<file path="src/verilog/decode_pkg.sv">
// shared types and encodings for the decode controller
// opcodes follow the standard 32-bit ORBIS encodings
// the core has a multiplier but no divider, so DIV/DIVU decode as illegal
// no SPR, MAC, FPU or custom-5 support
`default_nettype none

package decode_pkg;

	typedef logic [31:0] insn_t;
	typedef logic [4:0]  reg_addr_t;

	// major opcode, bits 31..26
	typedef enum logic [5:0] {
		J     = 6'h00, JAL   = 6'h01, BNF   = 6'h03, BF    = 6'h04,
		NOP   = 6'h05, MOVHI = 6'h06, XSYNC = 6'h08, RFE   = 6'h09,
		JR    = 6'h11, JALR  = 6'h12, LWZ   = 6'h21, LWS   = 6'h22,
		LBZ   = 6'h23, LBS   = 6'h24, LHZ   = 6'h25, LHS   = 6'h26,
		ADDI  = 6'h27, ADDIC = 6'h28, ANDI  = 6'h29, ORI   = 6'h2a,
		XORI  = 6'h2b, MULI  = 6'h2c, MFSPR = 6'h2d, SFXXI = 6'h2f,
		MTSPR = 6'h30, SW    = 6'h35, SB    = 6'h36, SH    = 6'h37,
		ALU   = 6'h38, SFXX  = 6'h39
	} opcode_t;

	// nop shares the OR code
	typedef logic [4:0] alu_op_t;
	localparam alu_op_t ALU_ADD   = 5'd0;
	localparam alu_op_t ALU_ADDC  = 5'd1;
	localparam alu_op_t ALU_SUB   = 5'd2;
	localparam alu_op_t ALU_AND   = 5'd3;
	localparam alu_op_t ALU_OR    = 5'd4;
	localparam alu_op_t ALU_XOR   = 5'd5;
	localparam alu_op_t ALU_MUL   = 5'd6;
	localparam alu_op_t ALU_SHROT = 5'd8;
	localparam alu_op_t ALU_DIV   = 5'd9;
	localparam alu_op_t ALU_DIVU  = 5'd10;
	localparam alu_op_t ALU_MULU  = 5'd11;
	localparam alu_op_t ALU_MOVHI = 5'd14;
	localparam alu_op_t ALU_COMP  = 5'd15;
	localparam alu_op_t ALU_NOP   = 5'd4;

	// bits 9..6 and 24..21
	typedef logic [3:0] alu_op2_t;
	typedef logic [3:0] comp_op_t;

	typedef enum logic [2:0] {
		BR_NOP = 3'd0, BR_J = 3'd1, BR_JR = 3'd2,
		BR_BF  = 3'd4, BR_BNF = 3'd5, BR_RFE = 3'd6
	} branch_op_t;

	typedef enum logic [3:0] {
		LSU_NOP = 4'b0000,
		LSU_LBZ = 4'b0100, LSU_LBS = 4'b0101, LSU_LHZ = 4'b0110, LSU_LHS = 4'b0111,
		LSU_LWZ = 4'b1000, LSU_LWS = 4'b1001,
		LSU_SB  = 4'b1010, LSU_SH  = 4'b1100, LSU_SW  = 4'b1110
	} lsu_op_t;

	// write-back op is {source, write enable}
	typedef logic [3:0] rfwb_op_t;
	localparam logic [2:0] WB_ALU  = 3'b000;
	localparam logic [2:0] WB_LSU  = 3'b001;
	localparam logic [2:0] WB_SPRS = 3'b010;
	localparam logic [2:0] WB_LR   = 3'b011;
	localparam rfwb_op_t   RFWB_NOP = 4'b0000;

	typedef enum logic [1:0] {
		SEL_RF = 2'd0, SEL_IMM = 2'd1, SEL_EX_FORW = 2'd2, SEL_WB_FORW = 2'd3
	} sel_t;

	// bit 16 marks the bubble as pipeline filler
	localparam insn_t     NOP_INSN = {NOP, 26'h041_0000};
	localparam reg_addr_t LINK_REG = 5'd9;

	// xsync sub-codes in bits 25..23
	localparam logic [2:0] SYSCALL_SUB = 3'b000;
	localparam logic [2:0] TRAP_SUB    = 3'b010;

	// instruction field positions
	localparam int RA_LSB       = 16;
	localparam int RB_LSB       = 11;
	localparam int RD_LSB       = 21;
	localparam int IMM_W        = 16;
	localparam int BRANCH_OFS_W = 26;

endpackage

`default_nettype wire

</file>
<file path="src/verilog/insn_pipe.sv">
// ID, EX and WB instruction latches
// flush wins over freeze in ID; a bubble wins over freeze in EX
// WB latch is never flushed, only held by wb_freeze
`timescale 1ns/1ps
`default_nettype none

module insn_pipe import decode_pkg::*; (
	input  wire   clk,
	input  wire   reset,
	input  wire   id_freeze,
	input  wire   ex_freeze,
	input  wire   wb_freeze,
	input  wire   except_flushpipe,
	input  wire   pc_we,
	input  wire   extend_flush,
	input  wire   du_flush_pipe,
	input  insn_t if_insn,
	output logic  flushpipe,
	output logic  ex_bubble,
	output insn_t id_insn,
	output insn_t ex_insn,
	output insn_t wb_insn,
	output logic  id_void,
	output logic  ex_void
);

	// any of the four sources empties the front of the pipe
	assign flushpipe = except_flushpipe | pc_we | extend_flush | du_flush_pipe;

	// EX moves on while ID holds, or a flush
	assign ex_bubble = (!ex_freeze && id_freeze) || flushpipe;

	assign id_void = (id_insn[31:26] == NOP) && id_insn[16];
	assign ex_void = (ex_insn[31:26] == NOP) && ex_insn[16];

	always_ff @(posedge clk) begin
		if (reset) begin
			id_insn <= NOP_INSN;
			ex_insn <= NOP_INSN;
			wb_insn <= NOP_INSN;
		end else begin
			if (flushpipe)
				id_insn <= NOP_INSN;
			else if (!id_freeze)
				id_insn <= if_insn;

			if (ex_bubble)
				ex_insn <= NOP_INSN;
			else if (!ex_freeze)
				ex_insn <= id_insn;

			if (!wb_freeze)
				wb_insn <= ex_insn;
		end
	end

	//////////////////////////////////////////////////////////////////////
	// bubble insertion checks

	a_flush_nop: assert property (@(posedge clk) disable iff (reset)
		flushpipe |=> (id_insn == NOP_INSN));

	a_bubble_nop: assert property (@(posedge clk) disable iff (reset)
		ex_bubble |=> (ex_insn == NOP_INSN));

endmodule

`default_nettype wire

</file>
<file path="src/verilog/if_predecode.sv">
// fetch-stage predecode, register-file read ports are combinational
// id_branch_op and sel_imm land together with id_insn
`timescale 1ns/1ps
`default_nettype none

module if_predecode import decode_pkg::*; (
	input  wire        clk,
	input  wire        reset,
	input  wire        id_freeze,
	input  wire        flushpipe,
	input  insn_t      if_insn,
	output reg_addr_t  rf_addra,
	output reg_addr_t  rf_addrb,
	output logic       rf_rda,
	output logic       rf_rdb,
	output branch_op_t id_branch_op,
	output logic       sel_imm
);

	opcode_t if_op;

	assign if_op = opcode_t'(if_insn[31:26]);

	// read addresses straight from fetch
	assign rf_addra = if_insn[RA_LSB +: 5];
	assign rf_addrb = if_insn[RB_LSB +: 5];
	assign rf_rda   = if_insn[31];
	assign rf_rdb   = if_insn[30];

	always_ff @(posedge clk) begin
		if (reset)
			id_branch_op <= BR_NOP;
		else if (flushpipe)
			id_branch_op <= BR_NOP;
		else if (!id_freeze) begin
			case (if_op)
				J, JAL:    id_branch_op <= BR_J;
				JR, JALR:  id_branch_op <= BR_JR;
				BNF:       id_branch_op <= BR_BNF;
				BF:        id_branch_op <= BR_BF;
				RFE:       id_branch_op <= BR_RFE;
				default:   id_branch_op <= BR_NOP;
			endcase
		end
	end

	// second operand from the immediate unless register form
	always_ff @(posedge clk) begin
		if (reset)
			sel_imm <= 1'b0;
		else if (!id_freeze) begin
			case (if_op)
				JALR, JR, RFE, MFSPR, MTSPR, XSYNC,
				SW, SB, SH, ALU, SFXX, NOP:
					sel_imm <= 1'b0;
				default:
					sel_imm <= 1'b1;
			endcase
		end
	end

	a_regreg_no_imm: assert property (@(posedge clk) disable iff (reset)
		(!id_freeze && (if_op == ALU || if_op == SFXX)) |=> !sel_imm);

endmodule

`default_nettype wire

</file>
<file path="src/verilog/id_decode.sv">
// ID-stage immediate, branch target and load/store decode
// purely combinational from id_insn and id_pc
// branch target is a word address, no overflow detection
`timescale 1ns/1ps
`default_nettype none

module id_decode import decode_pkg::*; (
	input  insn_t        id_insn,
	input  wire   [31:0] id_pc,
	output logic  [31:0] id_simm,
	output logic  [31:2] id_branch_addrtarget,
	output lsu_op_t      id_lsu_op
);

	opcode_t          id_op;
	logic [IMM_W-1:0] imm;
	logic [IMM_W-1:0] split_imm;
	logic [29:0]      ofs_ext;

	assign id_op = opcode_t'(id_insn[31:26]);
	assign imm   = id_insn[IMM_W-1:0];

	// stores and mtspr carry the upper bits where rD normally sits
	assign split_imm = {id_insn[RD_LSB +: 5], id_insn[10:0]};

	always_comb begin
		case (id_op)
			ADDI, ADDIC, LWZ, LWS, LBZ, LBS, LHZ, LHS, MULI, XORI, SFXXI:
				id_simm = {{(32-IMM_W){imm[IMM_W-1]}}, imm};
			SW, SB, SH:
				id_simm = {{(32-IMM_W){split_imm[IMM_W-1]}}, split_imm};
			MTSPR:
				id_simm = {{(32-IMM_W){1'b0}}, split_imm};
			default:
				id_simm = {{(32-IMM_W){1'b0}}, imm};
		endcase
	end

	// pc relative, offset counts words
	assign ofs_ext = {{(30-BRANCH_OFS_W){id_insn[BRANCH_OFS_W-1]}},
		id_insn[BRANCH_OFS_W-1:0]};
	assign id_branch_addrtarget = ofs_ext + id_pc[31:2];

	always_comb begin
		case (id_op)
			LWZ:     id_lsu_op = LSU_LWZ;
			LWS:     id_lsu_op = LSU_LWS;
			LBZ:     id_lsu_op = LSU_LBZ;
			LBS:     id_lsu_op = LSU_LBS;
			LHZ:     id_lsu_op = LSU_LHZ;
			LHS:     id_lsu_op = LSU_LHS;
			SW:      id_lsu_op = LSU_SW;
			SB:      id_lsu_op = LSU_SB;
			SH:      id_lsu_op = LSU_SH;
			default: id_lsu_op = LSU_NOP;
		endcase
	end

endmodule

`default_nettype wire

</file>
<file path="src/verilog/ex_ctrl.sv">
// EX-stage control, registered from id_insn when ex_freeze is low
// a bubble loads no-op values, even under ex_freeze
// ex_simm and the branch target just follow ID, bubble or not
`timescale 1ns/1ps
`default_nettype none

module ex_ctrl import decode_pkg::*; (
	input  wire          clk,
	input  wire          reset,
	input  wire          ex_freeze,
	input  wire          ex_bubble,
	input  insn_t        id_insn,
	input  branch_op_t   id_branch_op,
	input  wire   [31:0] id_simm,
	input  wire   [31:2] id_branch_addrtarget,
	input  wire          du_hwbkpt,
	output alu_op_t      alu_op,
	output alu_op2_t     alu_op2,
	output comp_op_t     comp_op,
	output rfwb_op_t     rfwb_op,
	output reg_addr_t    rf_addrw,
	output branch_op_t   ex_branch_op,
	output logic         except_illegal,
	output logic         sig_syscall,
	output logic         sig_trap,
	output logic  [31:0] ex_simm,
	output logic  [31:2] ex_branch_addrtarget
);

	opcode_t   id_op;
	alu_op_t   alu_op_d;
	rfwb_op_t  rfwb_op_d;
	reg_addr_t rf_addrw_d;
	logic      illegal_d;
	logic      is_div;

	assign id_op  = opcode_t'(id_insn[31:26]);
	assign is_div = (id_insn[4:0] == ALU_DIV) || (id_insn[4:0] == ALU_DIVU);

	//////////////////////////////////////////////////////////////////////
	// next-state decode

	always_comb begin
		case (id_op)
			MOVHI:       alu_op_d = ALU_MOVHI;
			ADDI:        alu_op_d = ALU_ADD;
			ADDIC:       alu_op_d = ALU_ADDC;
			ANDI:        alu_op_d = ALU_AND;
			ORI:         alu_op_d = ALU_OR;
			XORI:        alu_op_d = ALU_XOR;
			MULI:        alu_op_d = ALU_MUL;
			SFXXI, SFXX: alu_op_d = ALU_COMP;
			// function bits 3..0 of the register form
			ALU:         alu_op_d = {1'b0, id_insn[3:0]};
			default:     alu_op_d = ALU_NOP;
		endcase
	end

	always_comb begin
		case (id_op)
			JAL, JALR:
				rfwb_op_d = {WB_LR, 1'b1};
			LWZ, LWS, LBZ, LBS, LHZ, LHS:
				rfwb_op_d = {WB_LSU, 1'b1};
			MOVHI, ADDI, ADDIC, ANDI, ORI, XORI, MULI, ALU:
				rfwb_op_d = {WB_ALU, 1'b1};
			MFSPR:
				rfwb_op_d = {WB_SPRS, 1'b1};
			default:
				rfwb_op_d = RFWB_NOP;
		endcase
	end

	// jump-and-link always targets r9
	assign rf_addrw_d = (id_op == JAL || id_op == JALR) ? LINK_REG : id_insn[RD_LSB +: 5];

	always_comb begin
		case (id_op)
			J, JAL, JALR, JR, BNF, BF, RFE, MOVHI, MFSPR, XSYNC,
			LWZ, LWS, LBZ, LBS, LHZ, LHS, ADDI, ADDIC, ANDI, ORI, XORI,
			MULI, SFXXI, MTSPR, SW, SB, SH, SFXX, NOP:
				illegal_d = 1'b0;
			// no divider in this core
			ALU:
				illegal_d = is_div;
			default:
				illegal_d = 1'b1;
		endcase
	end

	//////////////////////////////////////////////////////////////////////
	// EX registers

	always_ff @(posedge clk) begin
		if (reset || ex_bubble) begin
			alu_op         <= ALU_NOP;
			alu_op2        <= '0;
			comp_op        <= '0;
			rfwb_op        <= RFWB_NOP;
			rf_addrw       <= '0;
			ex_branch_op   <= BR_NOP;
			except_illegal <= 1'b0;
			sig_syscall    <= 1'b0;
			sig_trap       <= 1'b0;
		end else if (!ex_freeze) begin
			alu_op         <= alu_op_d;
			alu_op2        <= id_insn[9:6];
			comp_op        <= id_insn[24:21];
			rfwb_op        <= rfwb_op_d;
			rf_addrw       <= rf_addrw_d;
			ex_branch_op   <= id_branch_op;
			except_illegal <= illegal_d;
			sig_syscall    <= (id_insn[31:23] == {XSYNC, SYSCALL_SUB});
			sig_trap       <= (id_insn[31:23] == {XSYNC, TRAP_SUB}) || du_hwbkpt;
		end
	end

	always_ff @(posedge clk) begin
		if (!ex_freeze) begin
			ex_simm              <= id_simm;
			ex_branch_addrtarget <= id_branch_addrtarget;
		end
	end

	a_bubble_no_wb: assert property (@(posedge clk) disable iff (reset)
		ex_bubble |=> (rfwb_op == RFWB_NOP));

endmodule

`default_nettype wire

</file>
<file path="src/verilog/operand_forward.sv">
// ALU operand source selects for the instruction in ID
// EX result has priority over the WB result
// wbforw_valid qualifies the WB match, driven from outside
`timescale 1ns/1ps
`default_nettype none

module operand_forward import decode_pkg::*; (
	input  wire       clk,
	input  wire       reset,
	input  wire       wb_freeze,
	input  insn_t     id_insn,
	input  wire       sel_imm,
	input  reg_addr_t rf_addrw,
	input  rfwb_op_t  rfwb_op,
	input  wire       wbforw_valid,
	output sel_t      sel_a,
	output sel_t      sel_b
);

	reg_addr_t wb_rfaddrw;
	reg_addr_t src_a;
	reg_addr_t src_b;

	assign src_a = id_insn[RA_LSB +: 5];
	assign src_b = id_insn[RB_LSB +: 5];

	// destination of the instruction now in WB
	always_ff @(posedge clk) begin
		if (reset)
			wb_rfaddrw <= '0;
		else if (!wb_freeze)
			wb_rfaddrw <= rf_addrw;
	end

	always_comb begin
		if (src_a == rf_addrw && rfwb_op[0])
			sel_a = SEL_EX_FORW;
		else if (src_a == wb_rfaddrw && wbforw_valid)
			sel_a = SEL_WB_FORW;
		else
			sel_a = SEL_RF;
	end

	// immediate overrides any register match
	always_comb begin
		if (sel_imm)
			sel_b = SEL_IMM;
		else if (src_b == rf_addrw && rfwb_op[0])
			sel_b = SEL_EX_FORW;
		else if (src_b == wb_rfaddrw && wbforw_valid)
			sel_b = SEL_WB_FORW;
		else
			sel_b = SEL_RF;
	end

endmodule

`default_nettype wire

</file>
<file path="src/verilog/decode_ctrl.sv">
// decode controller top, 32-bit five-stage core
// IF->ID one edge, ID->EX one edge on !ex_freeze, EX->WB on !wb_freeze
// no back-pressure beyond the three freeze levels
`timescale 1ns/1ps
`default_nettype none

module decode_ctrl import decode_pkg::*; (
	input  wire          clk,
	input  wire          reset,
	input  wire          id_freeze,
	input  wire          ex_freeze,
	input  wire          wb_freeze,
	input  wire          except_flushpipe,
	input  wire          pc_we,
	input  wire          extend_flush,
	input  wire          du_flush_pipe,
	input  insn_t        if_insn,
	input  wire   [31:0] id_pc,
	input  wire          wbforw_valid,
	input  wire          du_hwbkpt,
	output logic         flushpipe,
	output insn_t        id_insn,
	output insn_t        ex_insn,
	output insn_t        wb_insn,
	output reg_addr_t    rf_addra,
	output reg_addr_t    rf_addrb,
	output logic         rf_rda,
	output logic         rf_rdb,
	output logic  [31:0] id_simm,
	output logic  [31:0] ex_simm,
	output logic  [31:2] id_branch_addrtarget,
	output logic  [31:2] ex_branch_addrtarget,
	output branch_op_t   id_branch_op,
	output branch_op_t   ex_branch_op,
	output lsu_op_t      id_lsu_op,
	output alu_op_t      alu_op,
	output alu_op2_t     alu_op2,
	output comp_op_t     comp_op,
	output rfwb_op_t     rfwb_op,
	output reg_addr_t    rf_addrw,
	output sel_t         sel_a,
	output sel_t         sel_b,
	output logic         except_illegal,
	output logic         sig_syscall,
	output logic         sig_trap,
	output logic         id_void,
	output logic         ex_void
);

	logic ex_bubble;
	logic sel_imm;

	insn_pipe u_insn_pipe (
		.clk, .reset, .id_freeze, .ex_freeze, .wb_freeze,
		.except_flushpipe, .pc_we, .extend_flush, .du_flush_pipe,
		.if_insn, .flushpipe, .ex_bubble,
		.id_insn, .ex_insn, .wb_insn, .id_void, .ex_void
	);

	if_predecode u_if_predecode (
		.clk, .reset, .id_freeze, .flushpipe, .if_insn,
		.rf_addra, .rf_addrb, .rf_rda, .rf_rdb, .id_branch_op, .sel_imm
	);

	id_decode u_id_decode (
		.id_insn, .id_pc, .id_simm, .id_branch_addrtarget, .id_lsu_op
	);

	ex_ctrl u_ex_ctrl (
		.clk, .reset, .ex_freeze, .ex_bubble, .id_insn, .id_branch_op,
		.id_simm, .id_branch_addrtarget, .du_hwbkpt,
		.alu_op, .alu_op2, .comp_op, .rfwb_op, .rf_addrw, .ex_branch_op,
		.except_illegal, .sig_syscall, .sig_trap, .ex_simm, .ex_branch_addrtarget
	);

	// forwarding compares ID sources against the EX destination
	operand_forward u_operand_forward (
		.clk, .reset, .wb_freeze, .id_insn, .sel_imm, .rf_addrw, .rfwb_op,
		.wbforw_valid, .sel_a, .sel_b
	);

endmodule

`default_nettype wire

</file>
<file path="config.mk">
export PLATFORM = sky130hd
export DESIGN_NAME = decode_ctrl
export DESIGN_NICKNAME = d
export VERILOG_FILES = /design/src/verilog/decode_pkg.sv /design/src/verilog/insn_pipe.sv /design/src/verilog/if_predecode.sv /design/src/verilog/id_decode.sv /design/src/verilog/ex_ctrl.sv /design/src/verilog/operand_forward.sv /design/src/verilog/decode_ctrl.sv
export SDC_FILE = /design/constraint.sdc
export NUM_CORES = 1
export LEC_CHECK = 0
export ABC_AREA = 1
export BUFFER_PORTS_ARGS = -buffer_cell sky130_fd_sc_hd__buf_2
export CELL_PAD_IN_SITES_DETAIL_PLACEMENT = 0
export CELL_PAD_IN_SITES_GLOBAL_PLACEMENT = 2
export CORE_MARGIN = 2
export CORE_UTILIZATION = 26
export DETAILED_ROUTE_END_ITERATION = 8
export HOLD_SLACK_MARGIN = 0.15
export PLACE_DENSITY_LB_ADDON = 0.1
export SLEW_MARGIN = 20
export SYNTH_ARGS = -nofsm -noshare
export SYNTH_HDL_FRONTEND = slang
export SYNTH_SLANG_ARGS = --single-unit
</file>
<file path="constraint.sdc">
create_clock -name clk -period 2.4 [get_ports clk]
set_input_delay 0.12 -clock clk [delete_from_list [all_inputs] [get_ports clk]]
set_output_delay 0.12 -clock clk [all_outputs]
set_load 0.01 [all_outputs]
</file>
==> results of run 1 <==
## per-stage QoR
step	setup WS, ns	instances	instance area, sq um
6_report	0.0703	2089	13100
3_5_place_dp	0.189	1994	11100
4_1_cts	-0.0307	2086	12500
2_1_floorplan	0.292	1253	9130
3_3_place_gp	0.204	1994	11100
5_1_grt	-0.0128	2089	13100
## layout make-up
type | count | share of cell area, %
Clock buffer | 19 | 3.48
Timing Repair Buffer | 448 | 20.5
Inverter | 125 | 3.60
Sequential cell | 171 | 30.0
Tap cell | 455 | 4.36
Clock inverter | 13 | 1.32
Multi-Input combinational cell | 858 | 36.8
## critical path, delay by kind of cell (launching register included)
kind                       cells  cell delay [ns]
buffers and inverters          2             0.23
DFF                            1             0.38
and+or+nand+nor                7             0.86
adders and majority gates      1             0.30
## registers in the layout, indices dropped and copies added, names as in the netlist, 3 cells and up
name / flops
u_ex_ctrl.rf_addrw: 5
u_ex_ctrl.alu_op: 4
u_insn_pipe.wb_insn: 32
u_ex_ctrl.rfwb_op: 3
u_insn_pipe.id_insn: 32
u_ex_ctrl.ex_simm: 17
u_ex_ctrl.ex_branch_op: 3
u_insn_pipe.ex_insn: 32
u_operand_forward.wb_rfaddrw: 5
u_ex_ctrl.ex_branch_addrtarget: 30
u_if_predecode.id_branch_op: 3
## per-layer routing
metal / up-vias / part of all wire (%) / global-route usage (%)
met5: - / 0 / 0
met4: 0 / 1.4 / 5.03
met3: 29 / 5.5 / 3.95
met2: 288 / 44 / 31.3
met1: 4269 / 49 / 28.8
li1: 4755 / - / -
## kinds of logic after synthesis
kind of cell | after synthesis
AND/OR/NAND/NOR | 588
buffers and inverters | 224
AO/OA/AOI/OAI | 216
flip-flops | 171
adder cells (fa/ha/maj) | 30
XOR/XNOR | 22
other | 1
## repair_timing
| item | CTS | global route |
|---|---|---|
| pin swaps | 13 | 15 |
| hold endpoints to repair | 40 | 0 |
| hold buffers | 55 | 0 |
| endpoints found under the setup margin | 41 | 43 |
| resized for setup | 52 | 120 |
| setup buffers | 5 | 3 |
## path summary, 6_finish.rpt
check,start,to,depth (start not counted)
worst max-delay path,u_insn_pipe.id_insn[12],id_branch_addrtarget[26],10
worst min-delay path,id_pc[15],u_ex_ctrl.ex_branch_addrtarget[15],3
worst max register to register,u_insn_pipe.id_insn[0],u_ex_ctrl.ex_branch_addrtarget[26],10
worst min register to register,u_ex_ctrl.ex_branch_op[0],u_ex_ctrl.ex_branch_op[0],2
## synthesized netlist by cell type, types with 7 or more instances
cell type | count | area share (%)
nand2_1 | 330 | 14
clkbuf_1 | 18 | 0.74
nand4_1 | 12 | 0.82
edfxtp_1 | 47 | 15
nand3_1 | 49 | 2.7
o22ai_1 | 8 | 0.55
buf_2 | 14 | 0.77
xor2_1 | 18 | 1.7
ha_1 | 29 | 4.0
o211ai_1 | 7 | 0.58
a21oi_1 | 123 | 6.7
inv_1 | 119 | 4.9
buf_4 | 62 | 5.1
nor3_1 | 9 | 0.49
o21ai_0 | 58 | 3.2
nor2_1 | 169 | 6.9
dfxtp_1 | 124 | 27
## power by group through the flow
stage                     clock network (mW)  registers (mW)  logic (mW)
after floorplan                            0            3.19       0.392
after global placement                     0            3.15       0.757
after detailed placement                   0            3.15       0.752
after CTS                               3.12            3.08       0.836
after global routing                    3.23            3.09       0.982
final                                   3.04            3.08       0.889
## cells in the final DEF (no fill, tap or decap), types with 15 or more instances in the layout
cell type / instances
buf_4: 45
a21oi_1: 105
ha_4: 22
nor2_1: 152
o21ai_0: 49
nand2_2: 24
nand3_1: 45
inv_1: 115
dlygate4sd3_1: 55
edfxtp_1: 47
nor2_2: 16
nand2_1: 298
buf_2: 342
a21oi_2: 15
dfxtp_1: 112
clkbuf_16: 18
==> run metrics, run 1 <==
post-route ant nets 0; Initial Utilization 26.4%; filler instances approximately 3800; Clock transition at path regs 0.07 ns; crit path kind reg -> out; mux cell area share after synthesis 0%; cell-internal power slightly above 5 mW; Post-synth EDFFs 47; IR drop worst, VDD ~520 uV; CP max-delay cell dfxtp_4; clk sinks roughly 170; fmax 429 MHz; GR Util All Layers between 20% and 30%; port bufs ~340; vias in the first global route between 8000 and 9000; async set-reset flop share out of synthesis 0%; Pleak 6.45 nW; Power Density between 500 and 600 nW/um^2; CP max stage delay 0.38 ns; CP Cell Sequence ha_4 -> nand2_1 -> inv_1 -> nand2_1 -> nor3_2 -> nand3_2 -> nand3_1 -> nand2_1 -> nand2_1 -> buf_2; Vias/cell 4.47; area of the multi-input gates 4800 sq um; die height about 190 um; Max Cap Viol 0; vias 9341; Critical Path RT 2.28 ns; Worst Setup Start Kind flip-flop; htree depth 4; antenna violations before repair 0; Initial DRC Count 468; Chip Width approximately 190 um; Post-Synthesis Cells between 1000 and 1500; Logic pwr share 12.7%; Yosys Warn Count 0; clk_lat worst skew 0.46 ns; # IOs 349; Main synth FF type dfxtp_1; worst path arrival time 2.21 ns; Nets between 1500 and 2000; slew of the pin with the lowest slew margin 0.744 ns; adder-cell share of the synthesized area between 4 and 5%; HP Class in -> reg; r2r setup slk 0.54 ns; register share of total power 44.0%; sequential area share after synthesis 42.7%; Core Area approximately 35000 sq um; sw frac approximately 28%; Die ar. around 37000 sq um; largest net degree at the start of global routing 69; final RePlAce weighted congestion 0.820; post-route DRC violation count 0; relative slew slack 50.4%; Max clock buf depth 2; final hold vios 0; Synth Area in Simple Gates about a quarter; WL/cell 18.0 um; Hold Slack around 0.17 ns; first-pass GRT wire length 55100 um; synth unique cells 43; post-synthesis average cell area 7.29 sq um; FF+latch area 3910 sq um; Setup TNS 0 ns; Final Cycle Share a little over nine tenths; DRT Pass-1 Iters 5; DPL Wire Length roughly 29000 um; status finished, final reports clean; GRT overflow 0; maximum net fanout on the critical path 5; CTS tree built; RSZ-0062 raised after global routing yes; Compound-Gate Fraction of Synth Area 12.7%; largest family of logic cells by synthesized area simple AND/OR/NAND/NOR gates; clk_skew 0.0191 ns; CTS buffer count 17; XOR/XNOR share of the synthesized area 2.11%; clock power share 43.4%; Syn Std Cell Area 9130 sq um; CP endpoint kind output port; Antenna diodes 0; Routed WL 37600 um; Area growth syn-to-layout 43.1%; Setup-failing EPs final 0; Synth Register Bits roughly 170; fin crit period 2.33 ns; Critical Path Most Common Cell nand2_1; number of cell rows 68; Psw 1.96 mW; CTS root buffer clkbuf_16; Design Power 7.01 mW; Core Util, Final 37.8%; max-slew violations 0; share of post-route cells with drive strength above 1 34.5%
No activity file was read; power rests on OpenSTA's default activity.
==> inputs of run 2 (changes only) <==
- CELL_PAD_IN_SITES_DETAIL_PLACEMENT: 0 -> 1
==> run metrics, run 2 (synthesis gave the netlist of run 1 again) <==
Final Cycle Share 96.6% (was 97.1%); largest net degree at the start of global routing 69 (unchanged); Nets 1724 (was 1726); Initial DRC Count 376 (was 468); Setup-failing EPs final 0 (unchanged); Critical Path RT 2.28 ns (about the same); # IOs 349 (unchanged); post-route DRC violation count 0 (unchanged); status finished, final reports clean (unchanged); worst path arrival time 2.20 ns (was 2.21 ns); vias in the first global route 9359 (was 8884); Initial Utilization 26.4% (unchanged); GRT busiest layer met2 (unchanged); Clock transition at path regs 0.07 ns (about the same); DPL Wire Length 29800 um (was 28600 um); Worst Setup Start Kind primary input (was flip-flop); Vias/cell 4.55 (was 4.47); fin crit period 2.32 ns (was 2.33 ns); met2 Use GR 33.8% (was 31.3%); met1 GRT Util 28.6% (was 28.8%); Chip Width 191 um (unchanged); R2R depth 10 (unchanged); R2R Path End u_ex_ctrl.ex_branch_addrtarget[26] (unchanged); max-slew violations 0 (unchanged); relative slew slack 50.7% (was 50.4%); biggest registers after layout u_insn_pipe.ex_insn (32), u_insn_pipe.id_insn (32), u_insn_pipe.wb_insn (32) (unchanged); DRT Pass-1 Iters 4 (was 5); hold path depth 4 (was 3); Max Cap Viol 0 (unchanged); Max clock buf depth 2 (unchanged); IR drop worst, VDD 486 uV (was 517 uV); clk sinks 171 (unchanged); Routed WL 39300 um (was 37600 um); first-pass GRT wire length 57500 um (was 55100 um); grt met3 use 4.87% (was 3.95%); WL/cell 18.8 um (was 18.0 um); Setup TNS 0 ns (unchanged); port bufs 344 (unchanged); CP max stage delay 0.55 ns (was 0.38 ns); Power Density 524 nW/um^2 (was 537 nW/um^2); FF-to-FF Start u_insn_pipe.id_insn[0] (unchanged); number of cell rows 68 (unchanged); HP Class in -> reg (unchanged); maximum net fanout on the critical path 3 (was 5); Critical Path Most Common Cell nand2_1 (unchanged); Core Util, Final 37.6% (was 37.8%); CP max-delay cell dlygate4sd3_1 (was dfxtp_4); final hold vios 0 (unchanged); vias 9509 (was 9341); Pleak 6.39 nW (was 6.45 nW); CTS tree built (unchanged); slew of the pin with the lowest slew margin 0.739 ns (was 0.744 ns); GRT overflow 0 (unchanged); GR Util All Layers 21.0% (was 20.3%); Core Area 34500 sq um (unchanged); RSZ-0062 raised after global routing yes (unchanged); most common cell after layout, fill and taps aside buf_2 (unchanged); clk_lat worst skew 0.45 ns (was 0.46 ns); Area growth syn-to-layout 42.1% (was 43.1%); crit path kind in -> out (was reg -> out); area of the multi-input gates 4790 sq um (was 4800 sq um); most frequent cells in the layout 344 x buf_2, 298 x nand2_1, 151 x nor2_1, 113 x inv_1, 112 x dfxtp_1 (was 342 x buf_2, 298 x nand2_1, 152 x nor2_1, 115 x inv_1, 112 x dfxtp_1); htree depth 4 (unchanged); CP Cell Sequence dlygate4sd3_1 -> buf_2 -> ha_4 -> or2_1 -> and2_4 -> nand3_1 -> nand3b_1 -> buf_4 -> nand2_1 -> nand2_1 -> nand2_1 -> nand2_1 -> buf_2 (was ha_4 -> nand2_1 -> inv_1 -> nand2_1 -> nor3_2 -> nand3_2 -> nand3_1 -> nand2_1 -> nand2_1 -> buf_2); CP endpoint kind output port (unchanged); CTS buffer count 17 (unchanged); clk_skew 0.0114 ns (was 0.0191 ns); die height 191 um (unchanged); share of post-route cells with drive strength above 1 34.9% (was 34.5%); CTS root buffer clkbuf_16 (unchanged); filler instances 4315 (was 3813); antenna violations before repair 1 (was 0); r2r setup slk 0.56 ns (was 0.54 ns); Die ar. 36600 sq um (unchanged); fmax 431 MHz (was 429 MHz); post-route ant nets 0 (unchanged); final RePlAce weighted congestion 0.820 (unchanged); Hold Crit Start id_freeze (was id_pc[15]); Min-Delay Endpoint u_insn_pipe.id_insn[23] (was u_ex_ctrl.ex_branch_addrtarget[15]); FF+latch area 3920 sq um (was 3910 sq um)
==> run 2: where the power goes <==
part / switching (mW) / internal (mW)
combinational: 0.542 / 0.354
clock: 1.39 / 1.44
sequential: 0.0355 / 3.04
==> run 2: worst max-delay path by stage <==
| stage | slack (ns) | depth (start not counted) | endpoint | startpoint |
|---|---|---|---|---|
| 2_1_floorplan | 0.29 | 7 | id_simm[17] | u_insn_pipe.id_insn[26] |
| 3_3_place_gp | 0.20 | 12 | u_ex_ctrl.ex_branch_addrtarget[28] | u_insn_pipe.id_insn[0] |
| 3_5_place_dp | 0.17 | 12 | u_ex_ctrl.ex_branch_addrtarget[28] | u_insn_pipe.id_insn[0] |
| 4_1_cts | -0.0004 | 13 | id_branch_addrtarget[28] | u_insn_pipe.id_insn[0] |
| 5_1_grt | -0.07 | 10 | id_branch_addrtarget[26] | u_insn_pipe.id_insn[22] |
| 6_report | 0.08 | 13 | id_branch_addrtarget[21] | id_pc[4] |
==> run 2: metrics by stage <==
stage               area, sq um  hold slack [ns]  cells  total power, mW  worst slack [ns]
global placement          11100            0.291   1994             3.90             0.204
floorplan                  9130            0.189   1253             3.58             0.292
detailed placement        11100            0.292   1994             3.91             0.172
global route              13000            0.181   2087             7.10           -0.0744
finish                    13000            0.178   2090             6.80            0.0824
CTS                       12500            0.153   2084             6.83         -0.000381
==> run 2: cell type report <==
class / count / share of cell area [%]
clock inverters: 13 / 0.926
inverters: 125 / 3.63
clock buffers: 19 / 3.50
flip-flops and latches: 171 / 30.2
multi-input cells: 858 / 36.9
well taps: 455 / 4.39
repair buffers: 446 / 20.4
diodes: 3 / 0.0579
==> run 2: per-layer routing <==
layer  wire length (um)  up-vias
li1                   -     4739
met1              18800     4486
met2              17800      258
met3               2130       26
met4                479        0
met5                  0        -
==> run 2: timing repair <==
| item | CTS | global route |
|---|---|---|
| pin swaps | 6 | 12 |
| resized for setup | 61 | 113 |
| endpoints found under the hold margin | 40 | 0 |
| endpoints found under the setup margin | 42 | 43 |
| setup buffers | 3 | 3 |
| hold buffers | 55 | 0 |
==> run 2: worst max-delay path, delay by kind of cell <==
kind / cells / cell delay (ns)
fa+ha+maj: 1 / 0.24
buf+inv: 4 / 1.00
simple gates: 8 / 0.83
